<file path="src/hw/ptw_dmem_pkg.sv">
// --------------------------------------------------
// PTW to data-cache bridge shared definitions
// Widths, walker command codes and port structs
// --------------------------------------------------
package ptw_dmem_pkg;

    // --------------------------------------------------
    // Widths
    // --------------------------------------------------
    localparam int unsigned PADDR_W      = 40;
    localparam int unsigned WORD_W       = 64;
    localparam int unsigned BYTE_EN_W    = WORD_W / 8;    // Byte enables per word
    localparam int unsigned DC_REQ_WORDS = 2;             // Words per request line
    localparam int unsigned LINE_W       = DC_REQ_WORDS * WORD_W;
    localparam int unsigned WORD_IDX_W   = $clog2(DC_REQ_WORDS);
    localparam int unsigned OFFSET_W     = 4;             // Byte offset in a line
    localparam int unsigned SET_W        = 6;
    localparam int unsigned TAG_W        = PADDR_W - OFFSET_W - SET_W;
    localparam int unsigned CMD_W        = 5;
    localparam int unsigned TYP_W        = 3;
    localparam int unsigned LAT_W        = 8;             // PMU latency event

    // Walker memory command that maps to an atomic OR
    localparam logic [CMD_W-1:0] CMD_AMO_OR = 5'b01010;

    // --------------------------------------------------
    // Cache operation
    // --------------------------------------------------
    typedef enum logic {
        DC_OP_LOAD   = 1'b0,
        DC_OP_AMO_OR = 1'b1
    } dc_op_e;

    // --------------------------------------------------
    // Walker side
    // --------------------------------------------------
    typedef struct packed {
        logic [PADDR_W-1:0] addr;
        logic [CMD_W-1:0]   cmd;
        logic [TYP_W-1:0]   typ;     // Access size code
        logic [WORD_W-1:0]  data;
    } ptw_req_t;

    // --------------------------------------------------
    // Cache side
    // --------------------------------------------------

    // One request line, seen flat or per word lane
    typedef union packed {
        logic [LINE_W-1:0]                   flat;
        logic [DC_REQ_WORDS-1:0][WORD_W-1:0] words;
    } dc_line_u;

    typedef logic [DC_REQ_WORDS-1:0][BYTE_EN_W-1:0] dc_be_t;

    typedef struct packed {
        logic [OFFSET_W+SET_W-1:0] addr_offset;   // Set index and line offset
        logic [TAG_W-1:0]          addr_tag;
        dc_op_e                    op;
        logic [TYP_W-1:0]          size;
        dc_line_u                  wdata;
        dc_be_t                    be;
    } dc_req_t;

    typedef struct packed {
        dc_line_u rdata;
    } dc_rsp_t;

endpackage

</file>
<file path="src/hw/ptw_port_fsm.sv">
// --------------------------------------------------
// Walker port sequencer
// Accept, issue to the cache, wait for the response
// --------------------------------------------------
module ptw_port_fsm (
    input  logic clk_i,
    input  logic arst_n_i,
    input  logic ptw_req_valid_i,
    input  logic dc_req_ready_i,
    input  logic dc_rsp_valid_i,
    output logic ptw_req_ready_o,
    output logic accept_o,
    output logic issue_o,
    output logic done_o,
    output logic pmu_access_o
);

    typedef enum logic [1:0] {
        IDLE  = 2'd0,
        ISSUE = 2'd1,
        WAIT  = 2'd2
    } state_e;

    state_e state_q;
    state_e state_d;

    // --------------------------------------------------
    // Handshake decode
    // --------------------------------------------------
    assign ptw_req_ready_o = (state_q == IDLE);
    assign accept_o        = ptw_req_valid_i & ptw_req_ready_o;
    assign issue_o         = (state_q == ISSUE);          // Cache request valid
    assign done_o          = (state_q == WAIT) & dc_rsp_valid_i;

    always_comb begin
        state_d = state_q;
        case (state_q)
            IDLE: begin
                if (accept_o) begin
                    state_d = ISSUE;
                end
            end
            ISSUE: begin
                if (dc_req_ready_i) begin     // Held here under back-pressure
                    state_d = WAIT;
                end
            end
            WAIT: begin
                if (dc_rsp_valid_i) begin
                    state_d = IDLE;
                end
            end
            default: begin
                state_d = IDLE;
            end
        endcase
    end

    always_ff @(posedge clk_i or negedge arst_n_i) begin
        if (!arst_n_i) begin
            state_q      <= IDLE;
            pmu_access_o <= 1'b0;
        end else begin
            state_q      <= state_d;
            pmu_access_o <= accept_o;    // One pulse per walker access
        end
    end

endmodule

</file>
<file path="src/hw/ptw_req_packer.sv">
// --------------------------------------------------
// Walker request capture and cache request formatting
// --------------------------------------------------
module ptw_req_packer (
    input  logic                                clk_i,
    input  logic                                arst_n_i,
    input  logic                                accept_i,
    input  ptw_dmem_pkg::ptw_req_t              ptw_req_i,
    output ptw_dmem_pkg::dc_req_t               dc_req_o,
    output logic [ptw_dmem_pkg::WORD_IDX_W-1:0] word_idx_o
);
    import ptw_dmem_pkg::*;

    ptw_req_t req_q;    // Held for the whole access
    logic     is_amo;

    always_ff @(posedge clk_i or negedge arst_n_i) begin
        if (!arst_n_i) begin
            req_q <= '0;
        end else if (accept_i) begin
            req_q <= ptw_req_i;
        end
    end

    assign is_amo = (req_q.cmd == CMD_AMO_OR);

    // Lane is the word address bit just above the byte offset in a word
    assign word_idx_o = req_q.addr[OFFSET_W-1 -: WORD_IDX_W];

    // --------------------------------------------------
    // Request fields
    // --------------------------------------------------
    always_comb begin
        dc_req_o.addr_offset = req_q.addr[OFFSET_W+SET_W-1:0];
        dc_req_o.addr_tag    = req_q.addr[PADDR_W-1:OFFSET_W+SET_W];
        dc_req_o.op          = is_amo ? DC_OP_AMO_OR : DC_OP_LOAD;
        dc_req_o.size        = req_q.typ;

        for (int i = 0; i < DC_REQ_WORDS; i++) begin
            if (word_idx_o == WORD_IDX_W'(i)) begin
                dc_req_o.wdata.words[i] = req_q.data;
                dc_req_o.be[i]          = {BYTE_EN_W{is_amo}};   // Loads write nothing
            end else begin
                dc_req_o.wdata.words[i] = '0;
                dc_req_o.be[i]          = '0;
            end
        end
    end

endmodule

</file>
<file path="src/hw/ptw_rsp_selector.sv">
// --------------------------------------------------
// Response word select and register for the walker
// --------------------------------------------------
module ptw_rsp_selector (
    input  logic                                clk_i,
    input  logic                                arst_n_i,
    input  logic                                done_i,
    input  logic [ptw_dmem_pkg::WORD_IDX_W-1:0] word_idx_i,
    input  ptw_dmem_pkg::dc_rsp_t               dc_rsp_i,
    output logic                                ptw_rsp_valid_o,
    output logic [ptw_dmem_pkg::WORD_W-1:0]     ptw_rsp_data_o
);
    import ptw_dmem_pkg::*;

    logic [WORD_W-1:0] rsp_word;

    // Same lane the store data went to
    assign rsp_word = dc_rsp_i.rdata.words[word_idx_i];

    always_ff @(posedge clk_i or negedge arst_n_i) begin
        if (!arst_n_i) begin
            ptw_rsp_valid_o <= 1'b0;
        end else begin
            ptw_rsp_valid_o <= done_i;    // Follows the one-cycle done pulse
        end
    end

    always_ff @(posedge clk_i) begin
        if (done_i) begin
            ptw_rsp_data_o <= rsp_word;
        end
    end

endmodule

</file>
<file path="src/hw/ptw_latency_counter.sv">
// --------------------------------------------------
// Walker access latency counter for the PMU
// --------------------------------------------------
module ptw_latency_counter (
    input  logic                           clk_i,
    input  logic                           arst_n_i,
    input  logic                           accept_i,
    input  logic                           done_i,
    output logic [ptw_dmem_pkg::LAT_W-1:0] pmu_lat_o
);
    import ptw_dmem_pkg::*;

    logic [LAT_W-1:0] cnt_q;
    logic [LAT_W-1:0] cnt_inc;
    logic             open_q;     // Access in flight

    // Saturating increment
    assign cnt_inc = (cnt_q == {LAT_W{1'b1}}) ? cnt_q : cnt_q + 1'b1;

    always_ff @(posedge clk_i or negedge arst_n_i) begin
        if (!arst_n_i) begin
            cnt_q     <= '0;
            open_q    <= 1'b0;
            pmu_lat_o <= '0;
        end else begin
            if (accept_i) begin
                cnt_q  <= '0;
                open_q <= 1'b1;
            end else if (open_q) begin
                cnt_q <= cnt_inc;
            end

            // Response edge counts too
            if (done_i) begin
                open_q    <= 1'b0;
                pmu_lat_o <= cnt_inc;
            end
        end
    end

endmodule

</file>
<file path="src/hw/ptw_dmem_bridge.sv">
// --------------------------------------------------
// PTW memory port to data-cache requester bridge
// --------------------------------------------------
module ptw_dmem_bridge (
    input  logic                               clk_i,
    input  logic                               arst_n_i,

    // Walker port
    input  logic                               ptw_req_valid_i,
    input  ptw_dmem_pkg::ptw_req_t             ptw_req_i,
    output logic                               ptw_req_ready_o,
    output logic                               ptw_rsp_valid_o,
    output logic [ptw_dmem_pkg::WORD_W-1:0]    ptw_rsp_data_o,

    // Data-cache requester port
    output logic                               dc_req_valid_o,
    output ptw_dmem_pkg::dc_req_t              dc_req_o,
    input  logic                               dc_req_ready_i,
    input  logic                               dc_rsp_valid_i,
    input  ptw_dmem_pkg::dc_rsp_t              dc_rsp_i,

    // PMU events
    output logic                               pmu_access_o,
    output logic [ptw_dmem_pkg::LAT_W-1:0]     pmu_lat_o
);
    import ptw_dmem_pkg::*;

    logic                  accept;
    logic                  done;
    logic [WORD_IDX_W-1:0] word_idx;   // Lane of the current access

    ptw_port_fsm ptw_port_fsm_inst (
        .clk_i           (clk_i),
        .arst_n_i        (arst_n_i),
        .ptw_req_valid_i (ptw_req_valid_i),
        .dc_req_ready_i  (dc_req_ready_i),
        .dc_rsp_valid_i  (dc_rsp_valid_i),
        .ptw_req_ready_o (ptw_req_ready_o),
        .accept_o        (accept),
        .issue_o         (dc_req_valid_o),
        .done_o          (done),
        .pmu_access_o    (pmu_access_o)
    );

    ptw_req_packer ptw_req_packer_inst (
        .clk_i      (clk_i),
        .arst_n_i   (arst_n_i),
        .accept_i   (accept),
        .ptw_req_i  (ptw_req_i),
        .dc_req_o   (dc_req_o),
        .word_idx_o (word_idx)
    );

    ptw_rsp_selector ptw_rsp_selector_inst (
        .clk_i           (clk_i),
        .arst_n_i        (arst_n_i),
        .done_i          (done),
        .word_idx_i      (word_idx),
        .dc_rsp_i        (dc_rsp_i),
        .ptw_rsp_valid_o (ptw_rsp_valid_o),
        .ptw_rsp_data_o  (ptw_rsp_data_o)
    );

    ptw_latency_counter ptw_latency_counter_inst (
        .clk_i     (clk_i),
        .arst_n_i  (arst_n_i),
        .accept_i  (accept),
        .done_i    (done),
        .pmu_lat_o (pmu_lat_o)
    );

endmodule

</file>
<file path="config.mk">
export PLATFORM = sky130hd
export DESIGN_NAME = ptw_dmem_bridge
export DESIGN_NICKNAME = d
export VERILOG_FILES = /design/src/hw/ptw_dmem_pkg.sv /design/src/hw/ptw_port_fsm.sv /design/src/hw/ptw_req_packer.sv /design/src/hw/ptw_rsp_selector.sv /design/src/hw/ptw_latency_counter.sv /design/src/hw/ptw_dmem_bridge.sv
export SDC_FILE = /design/constraint.sdc
export NUM_CORES = 1
export LEC_CHECK = 0
export BUFFER_PORTS_ARGS = -buffer_cell sky130_fd_sc_hd__buf_2
export CAP_MARGIN = 20
export CORE_AREA = 2 2 198 200
export DETAILED_ROUTE_END_ITERATION = 10
export DIE_AREA = 0 0 200 202
export PLACE_DENSITY = 0.57
export SLEW_MARGIN = 20
export SYNTH_ARGS = -nofsm -noshare
export SYNTH_HDL_FRONTEND = slang
export SYNTH_SLANG_ARGS = --single-unit
</file>
<file path="constraint.sdc">
create_clock -name clk_i -period 2.7 [get_ports clk_i]
set_input_delay 0.405 -clock clk_i [delete_from_list [all_inputs] [get_ports clk_i]]
set_output_delay 0.405 -clock clk_i [all_outputs]
set_load 0.005 [all_outputs]
</file>
# --- Word level (Yosys, flattened, before mapping) ---
# Cells that the tools add are included.
classes:
  order_cmp: 1
  muxes: 16
  eq_ne: 7
  reduce_logical: 4
  addsub: 1
  n_bitwise: 2
ops:
  columns: ["op", "count"]
  rows:
  - ["$mux W64", 4]
  - ["$mux W8", 5]
  - ["$add A8 B1 Y8 const B", 1]
  - ["$eq A8 B8 Y1 const B", 1]
  - ["$mux W2", 3]
  - ["$pmux W2 S3", 1]
  - ["$eq A5 B4 Y1 const B", 1]
  - ["$ne A2 B2 Y1 const B", 2]
  - ["$reduce_bool A2 Y1", 2]
  - ["$mux W1", 3]
  - ["$reduce_and A3 Y1", 1]
  - ["$and A1 B1 Y1", 2]
  - ["$eq A2 B1 Y1 const B", 1]
  - ["$eq A2 B2 Y1 const B", 1]
  - ["$logic_not A2 Y1", 1]
  - ["$lt A1 B2 Y1 const B", 1]
  - ["$ne A2 B1 Y1 const B", 1]
totals:
  output_inout_bits: 264
  elab_cells: 42
  inputBits: 245
  ff_bits: 197

# --- Logic depth before layout (Yosys ltp) ---
# Gate-level depths: netlist of run 1.
logic_depth:
  word_depth: 4
  mapped_depth: 7
  ltp_nobuf: 5

# --- Hierarchy ---
# From an unflattened synthesis of run 1, not the netlist that was laid out.
unflattened:
  hier_cells: 694
  hier_area_um2: 9699.3
by_module_without_submodules:
  columns: ["mod", "area_per_inst_um2", "instances", "cells_each", "seq_area_each_um2"]
  rows:
  - ["ptw_req_packer", 5541.6, 1, 440, 2802.7]
  - ["ptw_rsp_selector", 3024.2, 1, 136, 1946.9]
  - ["ptw_latency_counter", 996.0, 1, 106, 425.4]
  - ["ptw_port_fsm", 137.6, 1, 12, 75.1]

# --- Worst setup path after synthesis of run 1 ---
# OpenSTA, ideal clock, no wires.
synth_timing:
  path_type: "reg-to-reg"
  start: "register ptw_port_fsm_inst.state_q[0]"
  end: "register ptw_rsp_selector_inst.ptw_rsp_data_o[0] (netlist name), enable pin"
  required_time_ns: 2.281
  slack_ns: 0.342
  stages_incl_launch_ff: 3
  arrival_time_ns: 1.939
  setup_ns: 0.419
  period_less_slack_ns: 2.358
  path_buffers: 0
  path_cell_list: "dfrtp_1 > nand3b_1 > inv_1"
synth_via:
  elab_chain_len: 2
synth_rtl:
  columns: ["element", "line_no", "text"]
  rows:
  - ["start, declared", "ptw_port_fsm.sv:24", "state_e state_q;"]
  - ["start signal, assigned", "ptw_port_fsm.sv:64", "state_q <= state_d;"]
  - ["$eq A2 B2 Y1", "ptw_port_fsm.sv:33", "assign done_o = (state_q == WAIT) & dc_rsp_valid_i;"]
  - ["$and A1 B1 Y1", "ptw_port_fsm.sv:33", null]
  - ["net done", "ptw_dmem_bridge.sv:29", "logic done;"]
  - ["end signal, assigned", "ptw_rsp_selector.sv:30", "ptw_rsp_data_o <= rsp_word;"]
  - ["end, declared", "ptw_rsp_selector.sv:11", "output logic [ptw_dmem_pkg::WORD_W-1:0] ptw_rsp_data_o"]
# The timed path passes the listed nets, and every way through them passes these cells.
# A chain may end at the register's enable or synchronous reset.

==> summary.md, run 1 <==
| Metric | Value |
|---|---|
| Register clock-pin slew on the reported worst setup and hold paths | `about 0.080 ns` |
| Critical path, cell by cell | `nor3_1 > buf_2` |
| Remaining Overflow, GRT | `0` |
| Effective utilization at floorplan | `between 20% and 30%` |
| Master cell of the clock root buffer | `sky130_fd_sc_hd__clkbuf_16` |
| Number of iterations in the first detailed-routing pass | `4` |
| Overall die area | `40,400 µm²` |
| Worst slew pin tran | `between 0.6 and 0.7 ns` |
| Detailed Place HPWL | `between 20,000 and 25,000 µm` |
| Final weighted congestion in routability-driven placement | `around 0.8` |
| Worst path max stage delay | `between 0.6 and 0.7 ns` |
| Drt initial violations | `about 240` |
| Classification of the worst-slack hold path | `input port to register` |
| Multi-input combinational cell area | `roughly 3500 µm²` |
| Cell area after synthesis | `around 9400 µm²` |
| Arr. time, crit path | `approximately 2.0 ns` |
| Outcome | `completed` |
| Power Total | `approximately 13 mW` |
| Total count of hold-check failures in the final report | `0` |
| I/O pin total | `509` |
| Kind of start point of the critical path | `register` |
| First-pass GRT wire length | `between 30,000 and 40,000 µm` |
| Number of gates given a new drive strength after cts | `0` |
| Net switching power figure | `4.39 mW` |
| Post-detailed-route wirelength per cell | `about 17 µm` |
| Static leakage | `slightly above 6 nW` |
| GR Layer Usage met1 | `roughly 15%` |
| M2 GR Usage | `a little under a quarter` |
| Final Setup Violations | `0` |
| Fin crit share | `about nine tenths` |
| Depth of the worst hold-timing path | `2` |
| Type of element capturing the critical path | `primary output` |
| Critical path start-end classification | `register to primary output` |
| Chip Width | `around 200 µm` |
| Met3 global-route usage | `under 10%` |
| Average vias per placed instance | `around 4` |
| H-tree depth | `4` |
| Cell with the largest stage delay on the worst path | `sky130_fd_sc_hd__dfrtp_4` |
| CTS Buf Count | `17` |
| Post-synthesis cell type count | `34` |
| Portion of total power attributed to the clock network | `~20%` |
| Worst R2R End | `ptw_req_packer_inst.req_q[44]` |
| R2R cell count | `4` |
| Number of nets in the finished design | `~1,400` |
| Syn Nets | `between 900 and 1,000` |
| Post-detailed-route DRC marker count | `0` |
| Num rows | `between 70 and 80` |
| Number of buffer and inverter instances along the worst setup path | `1` |
| Synthesis-to-finish area growth | `35.5%` |
| Hold path endpoint | `ptw_port_fsm_inst.state_q[1]` |
| RSZ-0062 raised after global routing | `false` |
| Flop2flop setup slack | `0.86 ns` |
| Vias post-DR | `6,618` |
| Number of max-slew violations in the final report | `0` |
| Most frequent cells after synthesis | `sky130_fd_sc_hd__dfrtp_1 (133), sky130_fd_sc_hd__mux2_2 (117), sky130_fd_sc_hd__and2_1 (67)` |
| Y dimension of the die | `202 µm` |
| Top achievable clock speed | `between 400 and 500 MHz` |
| Share of the core filled with cells in the final layout | `approximately 33%` |
| Cell accounting for the most synthesized area | `sky130_fd_sc_hd__dfrtp_1` |
| Sequential element share of the synthesized area | `55.9%` |
| Post-synth EDFFs | `64` |
| Switching fraction of total power | `32.5%` |
| Diodes inserted | `0` |
| Post-DRT Antenna Nets | `0` |
| Warning count from the yosys run | `0` |
| Flops & latches, synth | `about 200` |
| Worst min-delay path startpoint | `dc_rsp_valid_i` |
| Post-route non-filler standard cell count | `1,656` |
| Floorplan Core Area | `38,300 µm²` |
| Via count of the first global-routing pass | `between 6,000 and 7,000` |
| Top cells by area, synth | `sky130_fd_sc_hd__dfrtp_1 (35%), sky130_fd_sc_hd__edfxtp_1 (20%), sky130_fd_sc_hd__mux2_2 (14%)` |
| Total Neg Setup Slack | `0 ns` |
| Clock Skew | `~0.010 ns` |
| Clk buf depth | `2` |
| Startpoint of the worst-slack reg-to-reg timing path | `ptw_port_fsm_inst.state_q[1]` |
| Slew HR | `roughly 54%` |
| Async set-or-reset flop fraction in the synthesized netlist | `67.5%` |
| Clock sink count | `~200` |
| Share of the synthesized area in the top cell type | `a little over a third` |
| Post-Route WL | `27,400 µm` |
| Post-route minimum period | `between 2 and 2.5 ns` |
| Gate power share | `a little over two fifths` |
| Gate count after technology mapping | `slightly below 700` |
| Max-cap viol count | `0` |
| Clock latency on the worst-skew pair | `0.44 ns` |
| Gate family responsible for the most delay along the worst path | `flip-flops` |
| Area taken by flip-flops and latches | `approximately 5300 µm²` |
| Internal power summed over all cells | `just over 9 mW` |
| # fillers | `3,892` |
| Proportion of power drawn by flip-flops and latches | `about two fifths` |
| Cell Pwr Density | `approximately 1100 nW/µm²` |
| Total global-route track usage | `around 13%` |
| Pin count of the biggest net entering global routing | `99` |
| Leading cell type by number of instances after synthesis | `sky130_fd_sc_hd__dfrtp_1` |
| CTS tree | `yes` |
| Top fanout value on the critical path | `37` |
| Most used routing layer in global routing | `met2` |
| Largest vdd supply drop | `0.469 mV` |
| Mean instance size in the synthesized netlist | `between 10 and 15 µm²` |
| Number of cells after detailed placement | `roughly 1,600` |
| Count of input and output buffers | `just over 500` |
| Most frequently used flop master after synthesis | `sky130_fd_sc_hd__dfrtp_1` |
| Data required time of the worst path | `roughly 2.3 ns` |
| Layout cells sized above 1 | `between 60% and 70%` |
| Antenna violations before repair | `3` |
[logic make-up (layout without fill, tap and decap cells)]
logic type / Yosys count / in the layout / synth area share, %
flops: 197 / 197 / 55.9
mux: 180 / 180 / 23.9
simple gates: 175 / 175 / 11.0
buf+inv: 102 / 558 / 7.26
compound gates: 23 / 23 / 1.52
xor+xnor: 4 / 4 / 0.373
fa+ha+maj: 1 / 1 / 0.133
[layout by cell type (no fill, tap or decap), types with 2 or more instances in the layout]
cell type / n
sky130_fd_sc_hd__mux2i_1: 4
sky130_fd_sc_hd__a21oi_1: 3
sky130_fd_sc_hd__nand3_1: 4
sky130_fd_sc_hd__nor2b_1: 65
sky130_fd_sc_hd__o21a_1: 2
sky130_fd_sc_hd__clkbuf_16: 18
sky130_fd_sc_hd__a311oi_1: 2
sky130_fd_sc_hd__clkinv_4: 2
sky130_fd_sc_hd__mux2_4: 59
sky130_fd_sc_hd__mux2_2: 117
sky130_fd_sc_hd__o21ai_0: 9
sky130_fd_sc_hd__and3_1: 2
sky130_fd_sc_hd__bufinv_16: 2
sky130_fd_sc_hd__inv_8: 2
sky130_fd_sc_hd__buf_2: 507
sky130_fd_sc_hd__clkbuf_1: 2
sky130_fd_sc_hd__inv_1: 2
sky130_fd_sc_hd__inv_6: 2
sky130_fd_sc_hd__xor2_1: 4
sky130_fd_sc_hd__edfxtp_1: 64
sky130_fd_sc_hd__dfrtp_1: 132
sky130_fd_sc_hd__buf_4: 7
sky130_fd_sc_hd__buf_12: 7
sky130_fd_sc_hd__a21o_1: 2
sky130_fd_sc_hd__and2_1: 66
sky130_fd_sc_hd__nand4_1: 2
sky130_fd_sc_hd__o31ai_1: 2
sky130_fd_sc_hd__clkinvlp_4: 3
sky130_fd_sc_hd__nand2_1: 11
sky130_fd_sc_hd__nor2_1: 14
sky130_fd_sc_hd__nor3_1: 5
[through the flow]
stage	cell area (µm²)	hold WS (ns)	setup slack [ns]
after floorplan	9400	0.109	0.342
after global placement	12100	0.216	0.815
after detailed placement	12100	0.215	0.754
after CTS	12700	0.138	0.238
after global routing	12700	0.143	0.112
final	12700	0.175	0.296
[worst max path at each step]
stage,end,slack [ns],depth (start not counted),from
floorplan,ptw_rsp_selector_inst.ptw_rsp_data_o[0],0.34,2,ptw_port_fsm_inst.state_q[0]
global placement,dc_req_o[4],0.81,2,ptw_req_packer_inst.dc_req_o[181]
detailed placement,dc_req_o[0],0.75,2,ptw_req_packer_inst.dc_req_o[181]
CTS,dc_req_o[0],0.24,2,ptw_req_packer_inst.dc_req_o[181]
global route,dc_req_o[0],0.11,2,ptw_req_packer_inst.dc_req_o[181]
finish,dc_req_o[0],0.30,2,ptw_req_packer_inst.dc_req_o[181]
[sequential cells by signal (all words and copies together), names as in the netlist, 2 cells and up]
name	flops
ptw_rsp_selector_inst.ptw_rsp_data_o	64
ptw_latency_counter_inst.cnt_q	8
ptw_port_fsm_inst.state_q	2
ptw_req_packer_inst.dc_req_o	43
ptw_latency_counter_inst.pmu_lat_o	8
ptw_req_packer_inst.req_q	69
[per-layer routing]
layer	share of wire (%)	wire (µm)
met5	0.047	13
met4	2.2	610
met3	6.9	1890
met2	52	14100
met1	39	10700
[power groups by stage]
stage               registers, mW  clock network, mW  logic, mW
floorplan                    4.83                  0       4.14
global placement             5.19                  0       5.73
detailed placement           5.23                  0       5.78
CTS                          5.19               2.75       5.81
global route                 5.35               2.86       6.22
finish                       5.17               2.63       5.70
[area by class of cell]
class	instances	share of cell area [%]
sequential	197	41.3
multi-input combinational	383	27.2
timing repair buffer	523	21.6
tap	518	5.09
clock buffer	20	3.60
clock inverter	12	1.14
inverter	3	0.0884
[timing repair]
| action | 4_1_cts | 5_1_grt |
|---|---|---|
| hold buffers | 1 | 0 |
| endpoints found under the hold margin | 55 | 0 |
| setup buffers | 0 | 0 |
No activity file was read; power rests on OpenSTA's default activity.
==> inputs of run 2 (changes only) <==
==> constraint.sdc (replaced) <==
create_clock -name clk_i -period 2.7 [get_ports clk_i]
set_input_delay 0.405 -clock clk_i [delete_from_list [all_inputs] [get_ports clk_i]]
set_output_delay 0.405 -clock clk_i [all_outputs]
set_load 0.1 [all_outputs]
==> summary.md, run 2 (same netlist as run 1, synthesis figures left out) <==
| Metric | Value |
|---|---|
| Gate family responsible for the most delay along the worst path | `buffers and inverters` |
| Clock Skew | `~0.0067 ns` |
| Number of max-slew violations in the final report | `0` |
| Synthesis-to-finish area growth | `43.2%` |
| Data required time of the worst path | `2.30 ns` |
| Drt initial violations | `~270` |
| Num rows | `a little over 70` |
| Master cell of the clock root buffer | `sky130_fd_sc_hd__clkbuf_16` |
| Number of buffer and inverter instances along the worst setup path | `2` |
| Flip-flop count of the largest register after layout | `69` |
| Multi-input combinational cell area | `~3500 µm²` |
| Detailed Place HPWL | `approximately 21,000 µm` |
| Antenna violations before repair | `1` |
| Top fanout value on the critical path | `approximately 70` |
| Floorplan Core Area | `around 38,000 µm²` |
| Y dimension of the die | `approximately 200 µm` |
| Top achievable clock speed | `roughly 410 MHz` |
| Max-cap viol count | `0` |
| Number of gates given a new drive strength after cts | `0` |
| Chip Width | `~200 µm` |
| Vias post-DR | `between 6,000 and 7,000` |
| Pin count of the biggest net entering global routing | `roughly 70` |
| Worst path max stage delay | `~0.7 ns` |
| Final Setup Violations | `0` |
| Clock latency on the worst-skew pair | `about 0.45 ns` |
| Total global-route track usage | `between 10% and 20%` |
| Layout cells sized above 1 | `between 60% and 70%` |
| Cell with the largest stage delay on the worst path | `sky130_fd_sc_hd__dfrtp_4` |
| CTS tree | `yes` |
| Number of nets in the finished design | `between 1,000 and 1,500` |
| RSZ-0062 raised after global routing | `false` |
| Commonest non-fill, non-tap cells in the layout | `sky130_fd_sc_hd__buf_2 (464), sky130_fd_sc_hd__dfrtp_1 (132), sky130_fd_sc_hd__mux2_2 (117)` |
| Critical path start-end classification | `register to primary output` |
| Worst slew pin tran | `between 0.5 and 0.6 ns` |
| I/O pin total | `509` |
| Remaining Overflow, GRT | `0` |
| Final weighted congestion in routability-driven placement | `0.789` |
| Register with the highest flop count | `ptw_req_packer_inst.req_q` |
| Arr. time, crit path | `about 2.1 ns` |
| # fillers | `approximately 3,800` |
| Count of input and output buffers | `roughly 500` |
| Register clock-pin slew on the reported worst setup and hold paths | `about 0.08 ns` |
| Kind of start point of the critical path | `register` |
| Classification of the worst-slack hold path | `input port to register` |
| Total count of hold-check failures in the final report | `0` |
| Clk buf depth | `2` |
| Slew HR | `around 62%` |
| Via count of the first global-routing pass | `6,720` |
| Overall die area | `40,400 µm²` |
| Post-detailed-route wirelength per cell | `approximately 17 µm` |
| Number of iterations in the first detailed-routing pass | `4` |
| Post-Route WL | `28,600 µm` |
| Post-route minimum period | `around 2.5 ns` |
| Average vias per placed instance | `between 4 and 5` |
| Effective utilization at floorplan | `roughly a quarter` |
| Post-detailed-route DRC marker count | `0` |
| Fin crit share | `approximately nine tenths` |
| Total Neg Setup Slack | `0 ns` |
| First-pass GRT wire length | `between 40,000 and 50,000 µm` |
| Clock sink count | `just under 200` |
| H-tree depth | `4` |
| Area taken by flip-flops and latches | `around 5300 µm²` |
| CTS Buf Count | `17` |
| Most common cell after layout, fill and taps aside | `sky130_fd_sc_hd__buf_2` |
| Post-DRT Antenna Nets | `0` |
| Type of element capturing the critical path | `primary output` |
| Critical path, cell by cell | `buf_12 > nor2b_1 > buf_2` |
| Outcome | `completed` |
==> run 2: worst paths after layout <==
path / startpoint / to / slack [ns] / cells past startpoint
worst max-delay path: ptw_req_packer_inst.dc_req_o[181] / dc_req_o[47] / 0.23 / 3
worst min-delay path: dc_rsp_valid_i / ptw_port_fsm_inst.state_q[1] / 0.15 / 2
max in group asynchronous: arst_n_i / ptw_req_packer_inst.req_q[7] / 1.61 / 3
worst min register to register: ptw_latency_counter_inst.pmu_lat_o[6] / ptw_latency_counter_inst.pmu_lat_o[6] / 0.49 / 2
worst max register to register: ptw_req_packer_inst.dc_req_o[181] / ptw_rsp_selector_inst.ptw_rsp_data_o[41] / 0.75 / 3
min in group asynchronous: arst_n_i / ptw_req_packer_inst.dc_req_o[168] / 0.40 / 2
==> run 2: layer usage <==
metal  vias up  global-route usage, %  routed length, µm
met5         -                      0                  0
met4         0                   4.13                372
met3        18                   3.79               1880
met2       262                   24.5              14700
met1      3195                   16.2              11700
li1       3175                      -                  -
==> run 2: area by class of cell <==
type | count | area share (%)
tap | 518 | 4.82
inverter | 3 | 0.0837
multi-input combinational | 383 | 25.9
timing repair buffer | 526 | 25.5
clock buffer | 21 | 3.69
clock inverter | 11 | 0.976
sequential | 197 | 39.0
antenna | 1 | 0.0186
==> run 2: metrics by stage <==
step | area, µm² | utilization [%] | hold WS, ns | std cells | worst slack, ns
after floorplan | 9410 | - | 0.109 | 682 | 0.0584
after global placement | 12800 | 33.4 | 0.328 | 1625 | 0.501
after detailed placement | 12800 | 33.4 | 0.331 | 1625 | 0.477
after CTS | 13500 | 35.1 | 0.101 | 1659 | 0.157
after global routing | 13500 | 35.1 | 0.119 | 1660 | 0.103
final | 13500 | 35.1 | 0.149 | 1660 | 0.234
==> run 2: repair_timing <==
item                                    4_1_cts  5_1_grt
setup buffers                                 1        0
hold buffers                                  1        0
endpoints found under the hold margin        31        0
endpoints found under the setup margin       14        0
Power of run 2 is left out: the tool's default activity adds up to more than one toggle a clock period on the data nets, which glitch-free logic cannot reach.
